File: src/usart_config.svh
`ifndef USART_CONFIG_SVH
`define USART_CONFIG_SVH

// Register map on the byte bus
`define USART_UDR_ADDR    12'h0C6
`define USART_UCSRA_ADDR  12'h0C0
`define USART_UCSRB_ADDR  12'h0C1
`define USART_UCSRC_ADDR  12'h0C2
`define USART_UBRRH_ADDR  12'h0C5
`define USART_UBRRL_ADDR  12'h0C4

// Baud ticks per bit
`define USART_OVERSAMPLE  16

// Majority sample points, first to last
`define USART_SAMPLE_TICKS {4'd7, 4'd8, 4'd9}

`define USART_RX_DEPTH    2
`define USART_TX_DEPTH    1

`endif

File: src/usart_pkg.sv
package usart_pkg;

	typedef enum logic [1:0] {
		PAR_NONE = 2'd0,
		PAR_EVEN = 2'd2,
		PAR_ODD  = 2'd3
	} parity_e;

	typedef struct packed {
		logic       rxc;
		logic       txc;
		logic       udre;
		logic       fe;
		logic       dor;
		logic       upe;
		logic [1:0] rsvd;   // Always zero
	} ucsra_t;

	typedef struct packed {
		logic       rxcie;
		logic       txcie;
		logic       udrie;
		logic       rxen;
		logic       txen;
		logic [2:0] rsvd;
	} ucsrb_t;

	typedef struct packed {
		logic [1:0] rsvd_hi;
		logic [1:0] upm;
		logic       usbs;
		logic [1:0] ucsz;   // 0 to 3 gives 5 to 8 data bits
		logic       rsvd_lo;
	} ucsrc_t;

	// Settings seen by the receiver and the transmitter
	typedef struct packed {
		logic       rxen;
		logic       txen;
		logic [1:0] char_size;
		parity_e    parity;
		logic       two_stop;
	} usart_ctrl_t;

	typedef struct packed {
		logic [7:0] data;
		logic       fe;
		logic       pe;
	} rx_frame_t;

	typedef enum logic [1:0] {RX_IDLE, RX_START, RX_DATA} rx_state_e;

	typedef enum logic {TX_IDLE, TX_SHIFT} tx_state_e;

endpackage

File: src/usart_baud_gen.sv
module usart_baud_gen (
	input  logic        cp2,
	input  logic        ireset,
	input  logic [11:0] divisor_i,
	input  logic        load_i,
	output logic        tick_o
);

	logic [11:0] cnt;

	// One tick every divisor+1 cycles
	always_ff @(posedge cp2 or negedge ireset) begin
		if (!ireset) begin
			cnt <= '0;
		end else begin
			if (load_i || (cnt == 12'd0))
				cnt <= divisor_i;
			else
				cnt <= cnt - 12'd1;
		end
	end

	assign tick_o = (cnt == 12'd0) && !load_i;   // No stray tick on a rate change

endmodule

File: src/usart_fifo.sv
module usart_fifo #(
	parameter int DEPTH = 2,
	parameter int WIDTH = 8
) (
	input  logic             cp2,
	input  logic             ireset,
	input  logic             flush_i,
	input  logic             push_i,
	input  logic [WIDTH-1:0] data_i,
	input  logic             pop_i,
	output logic [WIDTH-1:0] data_o,
	output logic             empty_o,
	output logic             full_o
);

	localparam int PTR_W = (DEPTH > 1) ? $clog2(DEPTH) : 1;
	localparam int CNT_W = $clog2(DEPTH + 1);

	logic [WIDTH-1:0] mem [DEPTH];
	logic [PTR_W-1:0] wr_ptr;
	logic [PTR_W-1:0] rd_ptr;
	logic [CNT_W-1:0] count;
	logic             do_push;
	logic             do_pop;

	assign do_push = push_i && !full_o;
	assign do_pop  = pop_i && !empty_o;

	always_ff @(posedge cp2 or negedge ireset) begin
		if (!ireset) begin
			wr_ptr <= '0;
			rd_ptr <= '0;
			count  <= '0;
		end else if (flush_i) begin
			wr_ptr <= '0;
			rd_ptr <= '0;
			count  <= '0;
		end else begin
			if (do_push)
				wr_ptr <= (wr_ptr == PTR_W'(DEPTH - 1)) ? '0 : wr_ptr + 1'b1;
			if (do_pop)
				rd_ptr <= (rd_ptr == PTR_W'(DEPTH - 1)) ? '0 : rd_ptr + 1'b1;
			if (do_push && !do_pop)
				count <= count + 1'b1;
			else if (do_pop && !do_push)
				count <= count - 1'b1;
		end
	end

	always_ff @(posedge cp2) begin
		if (do_push && !flush_i)
			mem[wr_ptr] <= data_i;
	end

	assign data_o  = mem[rd_ptr];   // Head entry, no read latency
	assign empty_o = (count == '0);
	assign full_o  = (count == CNT_W'(DEPTH));

endmodule

File: src/usart_rx.sv
`include "usart_config.svh"

module usart_rx (
	input  logic                   cp2,
	input  logic                   ireset,
	input  usart_pkg::usart_ctrl_t ctrl_i,
	input  logic                   tick_i,
	input  logic                   rxd_i,
	input  logic                   fifo_full_i,
	output usart_pkg::rx_frame_t   frame_o,
	output logic                   push_o,
	output logic                   overrun_o
);

	localparam logic [11:0] SAMPLE_TICKS = `USART_SAMPLE_TICKS;
	localparam logic [3:0]  LAST_TICK    = 4'(`USART_OVERSAMPLE - 1);

	usart_pkg::rx_state_e state;
	logic [1:0] sync;
	logic [3:0] tick_cnt;
	logic [3:0] bit_idx;
	logic [1:0] samp;       // Earlier two of the three samples
	logic [7:0] data;
	logic       par_bit;
	logic       rx_s;
	logic       vote_en;
	logic       vote;
	logic       par_en;
	logic       par_odd;
	logic       stop_en;
	logic [3:0] nbits;
	logic [3:0] stop_idx;

	assign rx_s     = sync[1];
	assign par_en   = (ctrl_i.parity == usart_pkg::PAR_EVEN) ||
	                  (ctrl_i.parity == usart_pkg::PAR_ODD);
	assign par_odd  = (ctrl_i.parity == usart_pkg::PAR_ODD);
	assign nbits    = 4'd5 + {2'b00, ctrl_i.char_size};
	assign stop_idx = nbits + {3'b000, par_en};
	assign vote_en  = tick_i && (tick_cnt == SAMPLE_TICKS[3:0]);   // Third sample
	assign vote     = (samp[1] & samp[0]) | (samp[1] & rx_s) | (samp[0] & rx_s);
	assign stop_en  = (state == usart_pkg::RX_DATA) && vote_en && (bit_idx == stop_idx);

	// Two-stage synchronizer, idles high
	always_ff @(posedge cp2 or negedge ireset) begin
		if (!ireset)
			sync <= 2'b11;
		else
			sync <= {sync[0], rxd_i};
	end

	always_ff @(posedge cp2 or negedge ireset) begin
		if (!ireset) begin
			state    <= usart_pkg::RX_IDLE;
			tick_cnt <= '0;
			bit_idx  <= '0;
		end else begin
			if (state == usart_pkg::RX_IDLE)
				tick_cnt <= '0;   // Bit timing starts at the falling edge
			else if (tick_i)
				tick_cnt <= (tick_cnt == LAST_TICK) ? 4'd0 : tick_cnt + 4'd1;
			if (!ctrl_i.rxen) begin
				state <= usart_pkg::RX_IDLE;
			end else begin
				case (state)
					usart_pkg::RX_IDLE:
						if (!rx_s)
							state <= usart_pkg::RX_START;
					usart_pkg::RX_START: begin
						bit_idx <= '0;
						if (vote_en)
							state <= vote ? usart_pkg::RX_IDLE : usart_pkg::RX_DATA;   // Glitch rejected
					end
					usart_pkg::RX_DATA: begin
						if (vote_en)
							bit_idx <= bit_idx + 4'd1;
						if (stop_en)
							state <= usart_pkg::RX_IDLE;   // Back to idle mid stop bit
					end
					default:
						state <= usart_pkg::RX_IDLE;
				endcase
			end
		end
	end

	always_ff @(posedge cp2) begin
		if (tick_i && ((tick_cnt == SAMPLE_TICKS[11:8]) || (tick_cnt == SAMPLE_TICKS[7:4])))
			samp <= {samp[0], rx_s};
		if (state == usart_pkg::RX_START) begin
			data <= '0;   // Keeps unused high bits at zero
		end else if ((state == usart_pkg::RX_DATA) && vote_en) begin
			if (bit_idx < nbits)
				data[bit_idx[2:0]] <= vote;   // LSB first
			else if (bit_idx == nbits)
				par_bit <= vote;
		end
	end

	assign frame_o.data = data;
	assign frame_o.fe   = !vote;
	assign frame_o.pe   = par_en && (par_bit != (^data ^ par_odd));
	assign push_o       = stop_en && !fifo_full_i;
	assign overrun_o    = stop_en && fifo_full_i;

endmodule

File: src/usart_tx.sv
`include "usart_config.svh"

module usart_tx (
	input  logic                   cp2,
	input  logic                   ireset,
	input  usart_pkg::usart_ctrl_t ctrl_i,
	input  logic                   tick_i,
	input  logic                   fifo_empty_i,
	input  logic [7:0]             fifo_data_i,
	output logic                   pop_o,
	output logic                   txd_o,
	output logic                   done_o
);

	localparam logic [3:0] LAST_TICK = 4'(`USART_OVERSAMPLE - 1);

	usart_pkg::tx_state_e state;
	logic [3:0]  tick_cnt;
	logic [3:0]  bit_cnt;     // Bits left in the frame
	logic [3:0]  nbits;
	logic [3:0]  frame_len;
	logic [11:0] shifter;
	logic [11:0] frame;
	logic [7:0]  data_m;
	logic        par_en;
	logic        par_bit;
	logic        bit_end;

	assign nbits     = 4'd5 + {2'b00, ctrl_i.char_size};
	assign par_en    = (ctrl_i.parity == usart_pkg::PAR_EVEN) ||
	                   (ctrl_i.parity == usart_pkg::PAR_ODD);
	assign data_m    = fifo_data_i & (8'hFF >> (2'd3 - ctrl_i.char_size));
	assign par_bit   = ^data_m ^ (ctrl_i.parity == usart_pkg::PAR_ODD);
	assign frame_len = nbits + 4'd2 + {3'b000, par_en} + {3'b000, ctrl_i.two_stop};

	// Start, data LSB first, parity, stop bits fill from the ones
	always_comb begin
		frame    = '1;
		frame[0] = 1'b0;
		for (int i = 0; i < 8; i++) begin
			if (i < int'(nbits))
				frame[i + 1] = data_m[i];
		end
		if (par_en)
			frame[nbits + 4'd1] = par_bit;
	end

	// Start only on a tick so every bit spans whole tick periods
	assign pop_o   = (state == usart_pkg::TX_IDLE) && ctrl_i.txen && !fifo_empty_i && tick_i;
	assign bit_end = (state == usart_pkg::TX_SHIFT) && tick_i && (tick_cnt == LAST_TICK);
	assign done_o  = bit_end && (bit_cnt == 4'd1);
	assign txd_o   = (state == usart_pkg::TX_SHIFT) ? shifter[0] : 1'b1;

	always_ff @(posedge cp2 or negedge ireset) begin
		if (!ireset) begin
			state    <= usart_pkg::TX_IDLE;
			tick_cnt <= '0;
			bit_cnt  <= '0;
		end else begin
			case (state)
				usart_pkg::TX_IDLE:
					if (pop_o) begin
						state    <= usart_pkg::TX_SHIFT;
						tick_cnt <= '0;
						bit_cnt  <= frame_len;
					end
				usart_pkg::TX_SHIFT: begin
					if (tick_i)
						tick_cnt <= (tick_cnt == LAST_TICK) ? 4'd0 : tick_cnt + 4'd1;
					if (bit_end)
						bit_cnt <= bit_cnt - 4'd1;
					if (done_o)
						state <= usart_pkg::TX_IDLE;
				end
				default:
					state <= usart_pkg::TX_IDLE;
			endcase
		end
	end

	always_ff @(posedge cp2) begin
		if (pop_o)
			shifter <= frame;
		else if (bit_end)
			shifter <= {1'b1, shifter[11:1]};
	end

endmodule

File: src/usart_regs.sv
`include "usart_config.svh"

module usart_regs (
	input  logic                   cp2,
	input  logic                   ireset,
	input  logic [11:0]            addr_i,
	input  logic                   re_i,
	input  logic                   we_i,
	input  logic [7:0]             dat_i,
	output logic [7:0]             dat_o,
	output logic                   out_en_o,
	output usart_pkg::usart_ctrl_t ctrl_o,
	output logic [11:0]            divisor_o,
	output logic                   div_load_o,
	input  usart_pkg::rx_frame_t   rx_head_i,
	input  logic                   rx_empty_i,
	output logic                   rx_pop_o,
	input  logic                   rx_overrun_i,
	input  logic                   tx_full_i,
	output logic                   tx_push_o,
	output logic [7:0]             tx_data_o,
	input  logic                   tx_done_i,
	output logic                   rxc_irq_o,
	output logic                   udre_irq_o,
	output logic                   txc_irq_o
);

	usart_pkg::ucsra_t ucsra;
	usart_pkg::ucsrb_t ucsrb;
	usart_pkg::ucsrc_t ucsrc;
	logic [11:0] ubrr;
	logic [3:0]  ubrrh_tmp;   // High byte waits for the low byte write
	logic        txc;
	logic        dor;
	logic        wr_udr;
	logic        rd_udr;
	logic        wr_ucsra;
	logic        wr_ucsrb;
	logic        wr_ucsrc;
	logic        wr_ubrrh;
	logic        wr_ubrrl;

	assign wr_udr   = we_i && (addr_i == `USART_UDR_ADDR);
	assign rd_udr   = re_i && (addr_i == `USART_UDR_ADDR);
	assign wr_ucsra = we_i && (addr_i == `USART_UCSRA_ADDR);
	assign wr_ucsrb = we_i && (addr_i == `USART_UCSRB_ADDR);
	assign wr_ucsrc = we_i && (addr_i == `USART_UCSRC_ADDR);
	assign wr_ubrrh = we_i && (addr_i == `USART_UBRRH_ADDR);
	assign wr_ubrrl = we_i && (addr_i == `USART_UBRRL_ADDR);

	always_ff @(posedge cp2 or negedge ireset) begin
		if (!ireset) begin
			ucsrb      <= '0;
			ucsrc      <= usart_pkg::ucsrc_t'(8'h06);   // 8 data bits
			ubrr       <= '0;
			ubrrh_tmp  <= '0;
			div_load_o <= 1'b0;
			txc        <= 1'b0;
			dor        <= 1'b0;
		end else begin
			if (wr_ucsrb)
				ucsrb <= usart_pkg::ucsrb_t'({dat_i[7:3], 3'b000});
			if (wr_ucsrc)
				ucsrc <= usart_pkg::ucsrc_t'(dat_i);
			if (wr_ubrrh)
				ubrrh_tmp <= dat_i[3:0];
			if (wr_ubrrl)
				ubrr <= {ubrrh_tmp, dat_i};
			div_load_o <= wr_ubrrl;   // Restart the baud counter with the new value
			if (tx_done_i)
				txc <= 1'b1;
			else if (wr_ucsra && dat_i[6])
				txc <= 1'b0;   // Write one to clear
			if (rx_overrun_i)
				dor <= 1'b1;
			else if (rd_udr || wr_ucsra)
				dor <= 1'b0;
		end
	end

	// Error flags belong to the byte at the FIFO head
	always_comb begin
		ucsra.rxc  = !rx_empty_i;
		ucsra.txc  = txc;
		ucsra.udre = !tx_full_i;
		ucsra.fe   = rx_head_i.fe && !rx_empty_i;
		ucsra.dor  = dor;
		ucsra.upe  = rx_head_i.pe && !rx_empty_i;
		ucsra.rsvd = 2'b00;
	end

	always_comb begin
		case (addr_i)
			`USART_UDR_ADDR: begin
				dat_o    = rx_empty_i ? 8'h00 : rx_head_i.data;
				out_en_o = re_i;
			end
			`USART_UCSRA_ADDR: begin
				dat_o    = ucsra;
				out_en_o = re_i;
			end
			`USART_UCSRB_ADDR: begin
				dat_o    = ucsrb;
				out_en_o = re_i;
			end
			`USART_UCSRC_ADDR: begin
				dat_o    = ucsrc;
				out_en_o = re_i;
			end
			`USART_UBRRH_ADDR: begin
				dat_o    = {4'b0000, ubrr[11:8]};
				out_en_o = re_i;
			end
			`USART_UBRRL_ADDR: begin
				dat_o    = ubrr[7:0];
				out_en_o = re_i;
			end
			default: begin
				dat_o    = 8'h00;
				out_en_o = 1'b0;
			end
		endcase
	end

	assign ctrl_o.rxen      = ucsrb.rxen;
	assign ctrl_o.txen      = ucsrb.txen;
	assign ctrl_o.char_size = ucsrc.ucsz;
	assign ctrl_o.parity    = usart_pkg::parity_e'(ucsrc.upm);
	assign ctrl_o.two_stop  = ucsrc.usbs;

	assign divisor_o = ubrr;
	assign rx_pop_o  = rd_udr;
	assign tx_push_o = wr_udr && ucsrb.txen && !tx_full_i;   // Dropped while udre is low
	assign tx_data_o = dat_i;

	assign rxc_irq_o  = ucsrb.rxcie && ucsra.rxc;
	assign udre_irq_o = ucsrb.udrie && ucsra.udre;
	assign txc_irq_o  = ucsrb.txcie && ucsra.txc;

endmodule

File: src/usart_top.sv
`include "usart_config.svh"

module usart_top (
	input  logic        cp2,
	input  logic        ireset,
	input  logic [11:0] addr_i,
	input  logic        re_i,
	input  logic        we_i,
	input  logic [7:0]  dat_i,
	output logic [7:0]  dat_o,
	output logic        out_en_o,
	input  logic        rxd_i,
	output logic        txd_o,
	output logic        rxc_irq_o,
	output logic        udre_irq_o,
	output logic        txc_irq_o
);

	usart_pkg::usart_ctrl_t ctrl;
	usart_pkg::rx_frame_t   rx_frame;
	usart_pkg::rx_frame_t   rx_head;
	logic [11:0] divisor;
	logic        div_load;
	logic        tick;
	logic        rx_push;
	logic        rx_pop;
	logic        rx_overrun;
	logic        rx_empty;
	logic        rx_full;
	logic        tx_push;
	logic        tx_pop;
	logic        tx_empty;
	logic        tx_full;
	logic        tx_done;
	logic [7:0]  tx_data;
	logic [7:0]  tx_byte;

	usart_regs i_usart_regs (
		.cp2          (cp2),
		.ireset       (ireset),
		.addr_i       (addr_i),
		.re_i         (re_i),
		.we_i         (we_i),
		.dat_i        (dat_i),
		.dat_o        (dat_o),
		.out_en_o     (out_en_o),
		.ctrl_o       (ctrl),
		.divisor_o    (divisor),
		.div_load_o   (div_load),
		.rx_head_i    (rx_head),
		.rx_empty_i   (rx_empty),
		.rx_pop_o     (rx_pop),
		.rx_overrun_i (rx_overrun),
		.tx_full_i    (tx_full),
		.tx_push_o    (tx_push),
		.tx_data_o    (tx_data),
		.tx_done_i    (tx_done),
		.rxc_irq_o    (rxc_irq_o),
		.udre_irq_o   (udre_irq_o),
		.txc_irq_o    (txc_irq_o)
	);

	usart_baud_gen i_usart_baud_gen (
		.cp2       (cp2),
		.ireset    (ireset),
		.divisor_i (divisor),
		.load_i    (div_load),
		.tick_o    (tick)
	);

	// Disabling the receiver empties the receive FIFO
	usart_fifo #(
		.DEPTH (`USART_RX_DEPTH),
		.WIDTH ($bits(usart_pkg::rx_frame_t))
	) i_rx_fifo (
		.cp2     (cp2),
		.ireset  (ireset),
		.flush_i (!ctrl.rxen),
		.push_i  (rx_push),
		.data_i  (rx_frame),
		.pop_i   (rx_pop),
		.data_o  (rx_head),
		.empty_o (rx_empty),
		.full_o  (rx_full)
	);

	usart_fifo #(
		.DEPTH (`USART_TX_DEPTH),
		.WIDTH (8)
	) i_tx_fifo (
		.cp2     (cp2),
		.ireset  (ireset),
		.flush_i (!ctrl.txen),
		.push_i  (tx_push),
		.data_i  (tx_data),
		.pop_i   (tx_pop),
		.data_o  (tx_byte),
		.empty_o (tx_empty),
		.full_o  (tx_full)
	);

	usart_rx i_usart_rx (
		.cp2         (cp2),
		.ireset      (ireset),
		.ctrl_i      (ctrl),
		.tick_i      (tick),
		.rxd_i       (rxd_i),
		.fifo_full_i (rx_full),
		.frame_o     (rx_frame),
		.push_o      (rx_push),
		.overrun_o   (rx_overrun)
	);

	usart_tx i_usart_tx (
		.cp2          (cp2),
		.ireset       (ireset),
		.ctrl_i       (ctrl),
		.tick_i       (tick),
		.fifo_empty_i (tx_empty),
		.fifo_data_i  (tx_byte),
		.pop_o        (tx_pop),
		.txd_o        (txd_o),
		.done_o       (tx_done)
	);

endmodule

File: config.mk
export PLATFORM = sky130hd
export DESIGN_NAME = usart_top
export DESIGN_NICKNAME = d
export VERILOG_FILES = /design/src/usart_pkg.sv /design/src/usart_baud_gen.sv /design/src/usart_fifo.sv /design/src/usart_rx.sv /design/src/usart_tx.sv /design/src/usart_regs.sv /design/src/usart_top.sv
export VERILOG_INCLUDE_DIRS = /design/src
export SDC_FILE = /design/constraint.sdc
export NUM_CORES = 1
export LEC_CHECK = 0
export BUFFER_PORTS_ARGS = -buffer_cell sky130_fd_sc_hd__clkbuf_2
export CAP_MARGIN = 20
export CORE_UTILIZATION = 54
export CTS_CLUSTER_DIAMETER = 100
export DETAILED_ROUTE_END_ITERATION = 10
export PLACE_DENSITY = 0.73
export SLEW_MARGIN = 40
export SYNTH_ARGS = -nofsm -noshare
export SYNTH_HDL_FRONTEND = slang
export SYNTH_HIERARCHICAL = 1
export SYNTH_SLANG_ARGS = --single-unit
File: constraint.sdc
create_clock -name cp2 -period 3.3 [get_ports cp2]
set_input_delay 0.66 -clock cp2 [delete_from_list [all_inputs] [get_ports cp2]]
set_output_delay 0.66 -clock cp2 [all_outputs]
set_load 0.02 [all_outputs]
==> run_results.csv <==
group,metric,value,unit
final_layout,nets,705,
clock_tree,htreeDepth,4,
place,gp_congestion,0.927,
worst_setup_path,worstPathArrival,3410,ps
timing,clock.fmax,324,MHz
drt,route.detailed.drc,0,
logic_synthesis,ys_ff_latch,121,
floorplan,start_util,56.1,%
logic_synthesis,yosysWarnings,6,
grt,grt-ovfl-total,0,
timing,finalCritPeriodShare,93.5,%
status,status,"completed",
clock_tree,clk-insertion-delay-late,420,ps
place,preCtsSetupSlack,212,ps
final_layout,most-common-layout-cells,"66 x dfrtp_1, 52 x nand2_1, 43 x edfxtp_1",
logic_synthesis,synth.avg_cell_area,11.0,sq um
timing,fin_tns_setup,0,ps
worst_setup_path,slowest_stage,"or4b_1",
grt,grtUsageTotal,24.3,%
worst_setup_path,rrSetupSlack,210,ps
timing,hold_slack,328,ps
clock_tree,cts_tree,"built",
floorplan,die_w,114,um
worst_setup_path,start_kind,"register",
timing,slew_viol_final,0,
final_layout,diodes,0,
logic_synthesis,syn-num-nets,668,
clock_tree,clockBufferDepth,2,
final_layout,area_delta_synth_final,13.3,%
drt,drt-initial-drc-count,339,
drt,num_vias,4787,
pwr,max-vdd-ir-drop,0.538,mV
drt,avgViaCountPerCell,5.73,
clock_tree,cts_resized,0,
final_layout,regArea,3210,sq um
timing,slew_headroom,50.9,%
place,post-dp-hpwl,10400,um
timing,fin_crit,3090,ps
run,max-cap-violations,0,
worst_setup_path,slowest_delay,550,ps
timing,tightest_slew,726,ps
worst_setup_path,timing.rr.start,"i_usart_baud_gen/cnt[0]",
pwr,p_per_area,501,nW/um^2
worst_setup_path,crit_required,3620,ps
logic_synthesis,netlist_instances,617,
final_layout,multi_input_area,3280,sq um
drt,drtAntennaViolNets,0,
timing,fin_skew,5.99,ps
worst_setup_path,path_max_fanout,12,
worst_setup_path,crit_path_end_kind,"register",
worst_setup_path,reg2reg_depth,14,
floorplan,die_area,13000,sq um
floorplan,die_y,114,um
timing,hold_viol_final,0,
floorplan,io_pins,38,
worst_hold_path,min_path_type,"primary input to async pin",
timing,setup_viol,0,
clock_tree,cts-root-buf,"clkbuf_16",
drt,drt_wl_total,14400,um
grt,grt_pass1_wl,23900,um
worst_setup_path,r2r_end,"i_rx_fifo/count[1]",
logic_synthesis,synth_cell_type_count,84,
logic_synthesis,seq_area_frac_synth,47.2,%
floorplan,fp.coreArea,12100,sq um
place,dpl-instance-area,7100,sq um
worst_setup_path,cpLargestDelayFamily,"simple AND/OR/NAND/NOR gates",
place,port_buffers,37,
floorplan,core.rowCount,40,
logic_synthesis,async_reset_ff_share,57.9,%
grt,antenna_found_initial,0,
clock_tree,clk_pin_slew,60,ps
place,dp.cells,803,
worst_setup_path,crit_buf_inv,3,
final_layout,fillers,974,
final_layout,final_core_util,63.5,%
grt,grt_pass1_vias,4819,
final_layout,fin_cells,835,
final_layout,drive_gt1_share,23.5,%
pwr,p_leak,3.31,nW
worst_setup_path,worstPathCellList,"inv_1, ha_1, nor3b_2, and2_1, nand3_1, nor2_1, buf_4, nand4b_4, nor2_4, nand3_1, nor2_4, inv_2, or4b_1, a31oi_1",
drt,drt_pass1_iterations,6,
timing,setup_ws,214,ps
clock_tree,clock-sinks,121,
clock_tree,postCtsSetupBuffers,0,
clock_tree,cts_buffers,17,
drt,drt-wirelength-per-cell,17.3,um
logic_synthesis,ys.flop_type,"dfrtp_1",
clock_tree,cts_hold_buf,0,
logic_synthesis,synth_area,6790,sq um
pwr,p_total,3.85,mW
final_layout,mostFrequentLayoutCell,"dfrtp_1",
worst_setup_path,criticalPathCategory,"register to register",
logic_synthesis,synth-edff-count,43,
final_layout,design_area,7690,sq um
timing,rsz0062_at_grt,"false",
grt,grt_max_degree,71,
-- sequential cells by signal, indices dropped and copies added (netlist names), 3 cells and up --
register and flops:
i_usart_rx/tick_cnt 4, i_rx_fifo/mem 20, i_tx_fifo/mem 8, i_usart_regs/ctrl_o 7
i_usart_tx/tick_cnt 4, i_usart_rx/bit_idx 4, i_usart_regs/ucsrb 3, i_usart_rx/data 8
i_usart_regs/divisor_o 12, i_usart_tx/bit_cnt 4, i_usart_baud_gen/cnt 12, i_usart_tx/shifter 12
i_usart_regs/ucsrc 3, i_usart_regs/ubrrh_tmp 4
-- metal layers --
layer	up-vias	wire [um]	global-route usage, %	share of wire, %
li1	2289	-	-	-
met1	2373	6320	30.7	44
met2	107	7260	40.2	50
met3	18	636	6.67	4.4
met4	0	196	8.92	1.4
met5	-	0	0	0
-- power breakdown --
part,internal [mW],total (mW),switching [mW]
clock network,1.11,1.78,0.673
registers,1.63,1.73,0.0976
logic,0.157,0.343,0.186
total,2.89,3.85,0.957
-- synthesized netlist by cell type, types with 3 or more instances --
master,count,area (sq um)
a21oi_1,25,125
a22oi_1,6,45.0
a2bb2oi_1,3,26.3
a31oi_1,6,37.5
and2_1,4,25.0
buf_2,6,30.0
buf_4,16,120
clkbuf_1,10,37.5
dfrtp_1,66,1650
dfstp_2,4,105
dfxtp_1,8,160
edfxtp_1,43,1290
ha_1,24,300
inv_1,29,109
mux2_1,4,45.0
mux2_2,26,293
mux2_4,10,150
mux2i_1,16,160
nand2_1,52,195
nand2b_1,10,62.6
nand3_1,20,100
nand3b_1,5,37.5
nand4_1,13,81.3
nor2_1,38,143
nor2b_1,14,87.6
nor3_1,16,80.1
nor3b_1,10,75.1
nor4b_1,3,26.3
o21ai_0,22,110
o21ai_1,5,25.0
o31ai_1,4,30.0
or3_1,6,37.5
or3b_2,3,26.3
xnor2_1,14,123
xnor3_1,3,67.6
xor2_1,10,87.6
-- worst max-delay path by stage --
| stage | cells past startpoint | endpoint | slack, ps | start |
|---|---|---|---|---|
| 2_1_floorplan | 13 | i_rx_fifo/mem[1][0] | 120 | i_usart_baud_gen/cnt[0] |
| 3_3_place_gp | 6 | dat_o[3] | 320 | addr_i[1] |
| 3_5_place_dp | 14 | i_rx_fifo/mem[1][7] | 210 | i_usart_baud_gen/cnt[0] |
| 4_1_cts | 14 | i_rx_fifo/count[1] | 80 | i_usart_baud_gen/cnt[0] |
| 5_1_grt | 14 | i_rx_fifo/count[1] | 40 | i_usart_baud_gen/cnt[0] |
| 6_report | 14 | i_rx_fifo/count[1] | 210 | i_usart_baud_gen/cnt[0] |
-- area by class of cell --
| cell class | count | share of cell area [%] |
|---|---|---|
| Clock buffer | 17 | 5.53 |
| Clock inverter | 15 | 1.97 |
| Inverter | 30 | 1.46 |
| Multi-Input combinational cell | 431 | 42.6 |
| Sequential cell | 121 | 41.7 |
| Tap cell | 168 | 2.73 |
| Timing Repair Buffer | 53 | 4.02 |
-- worst register-to-register path, delay by kind of cell, from the launching register on --
kind | cells | cell delay, ps
and+or+nand+nor | 9 | 1830
DFF | 1 | 400
buffers and inverters | 3 | 400
AOI/OAI and AO/OA | 1 | 200
adders and majority gates | 1 | 170
-- logic make-up after synthesis --
| family | after synthesis | share of synthesized area [%] |
|---|---|---|
| compound gates | 99 | 9.45 |
| mux | 56 | 9.54 |
| xor+xnor | 30 | 4.94 |
| fa+ha+maj | 27 | 5.16 |
| buf+inv | 65 | 4.83 |
| simple gates | 219 | 18.8 |
| flops | 121 | 47.2 |
No activity file was read; power rests on OpenSTA's default activity.
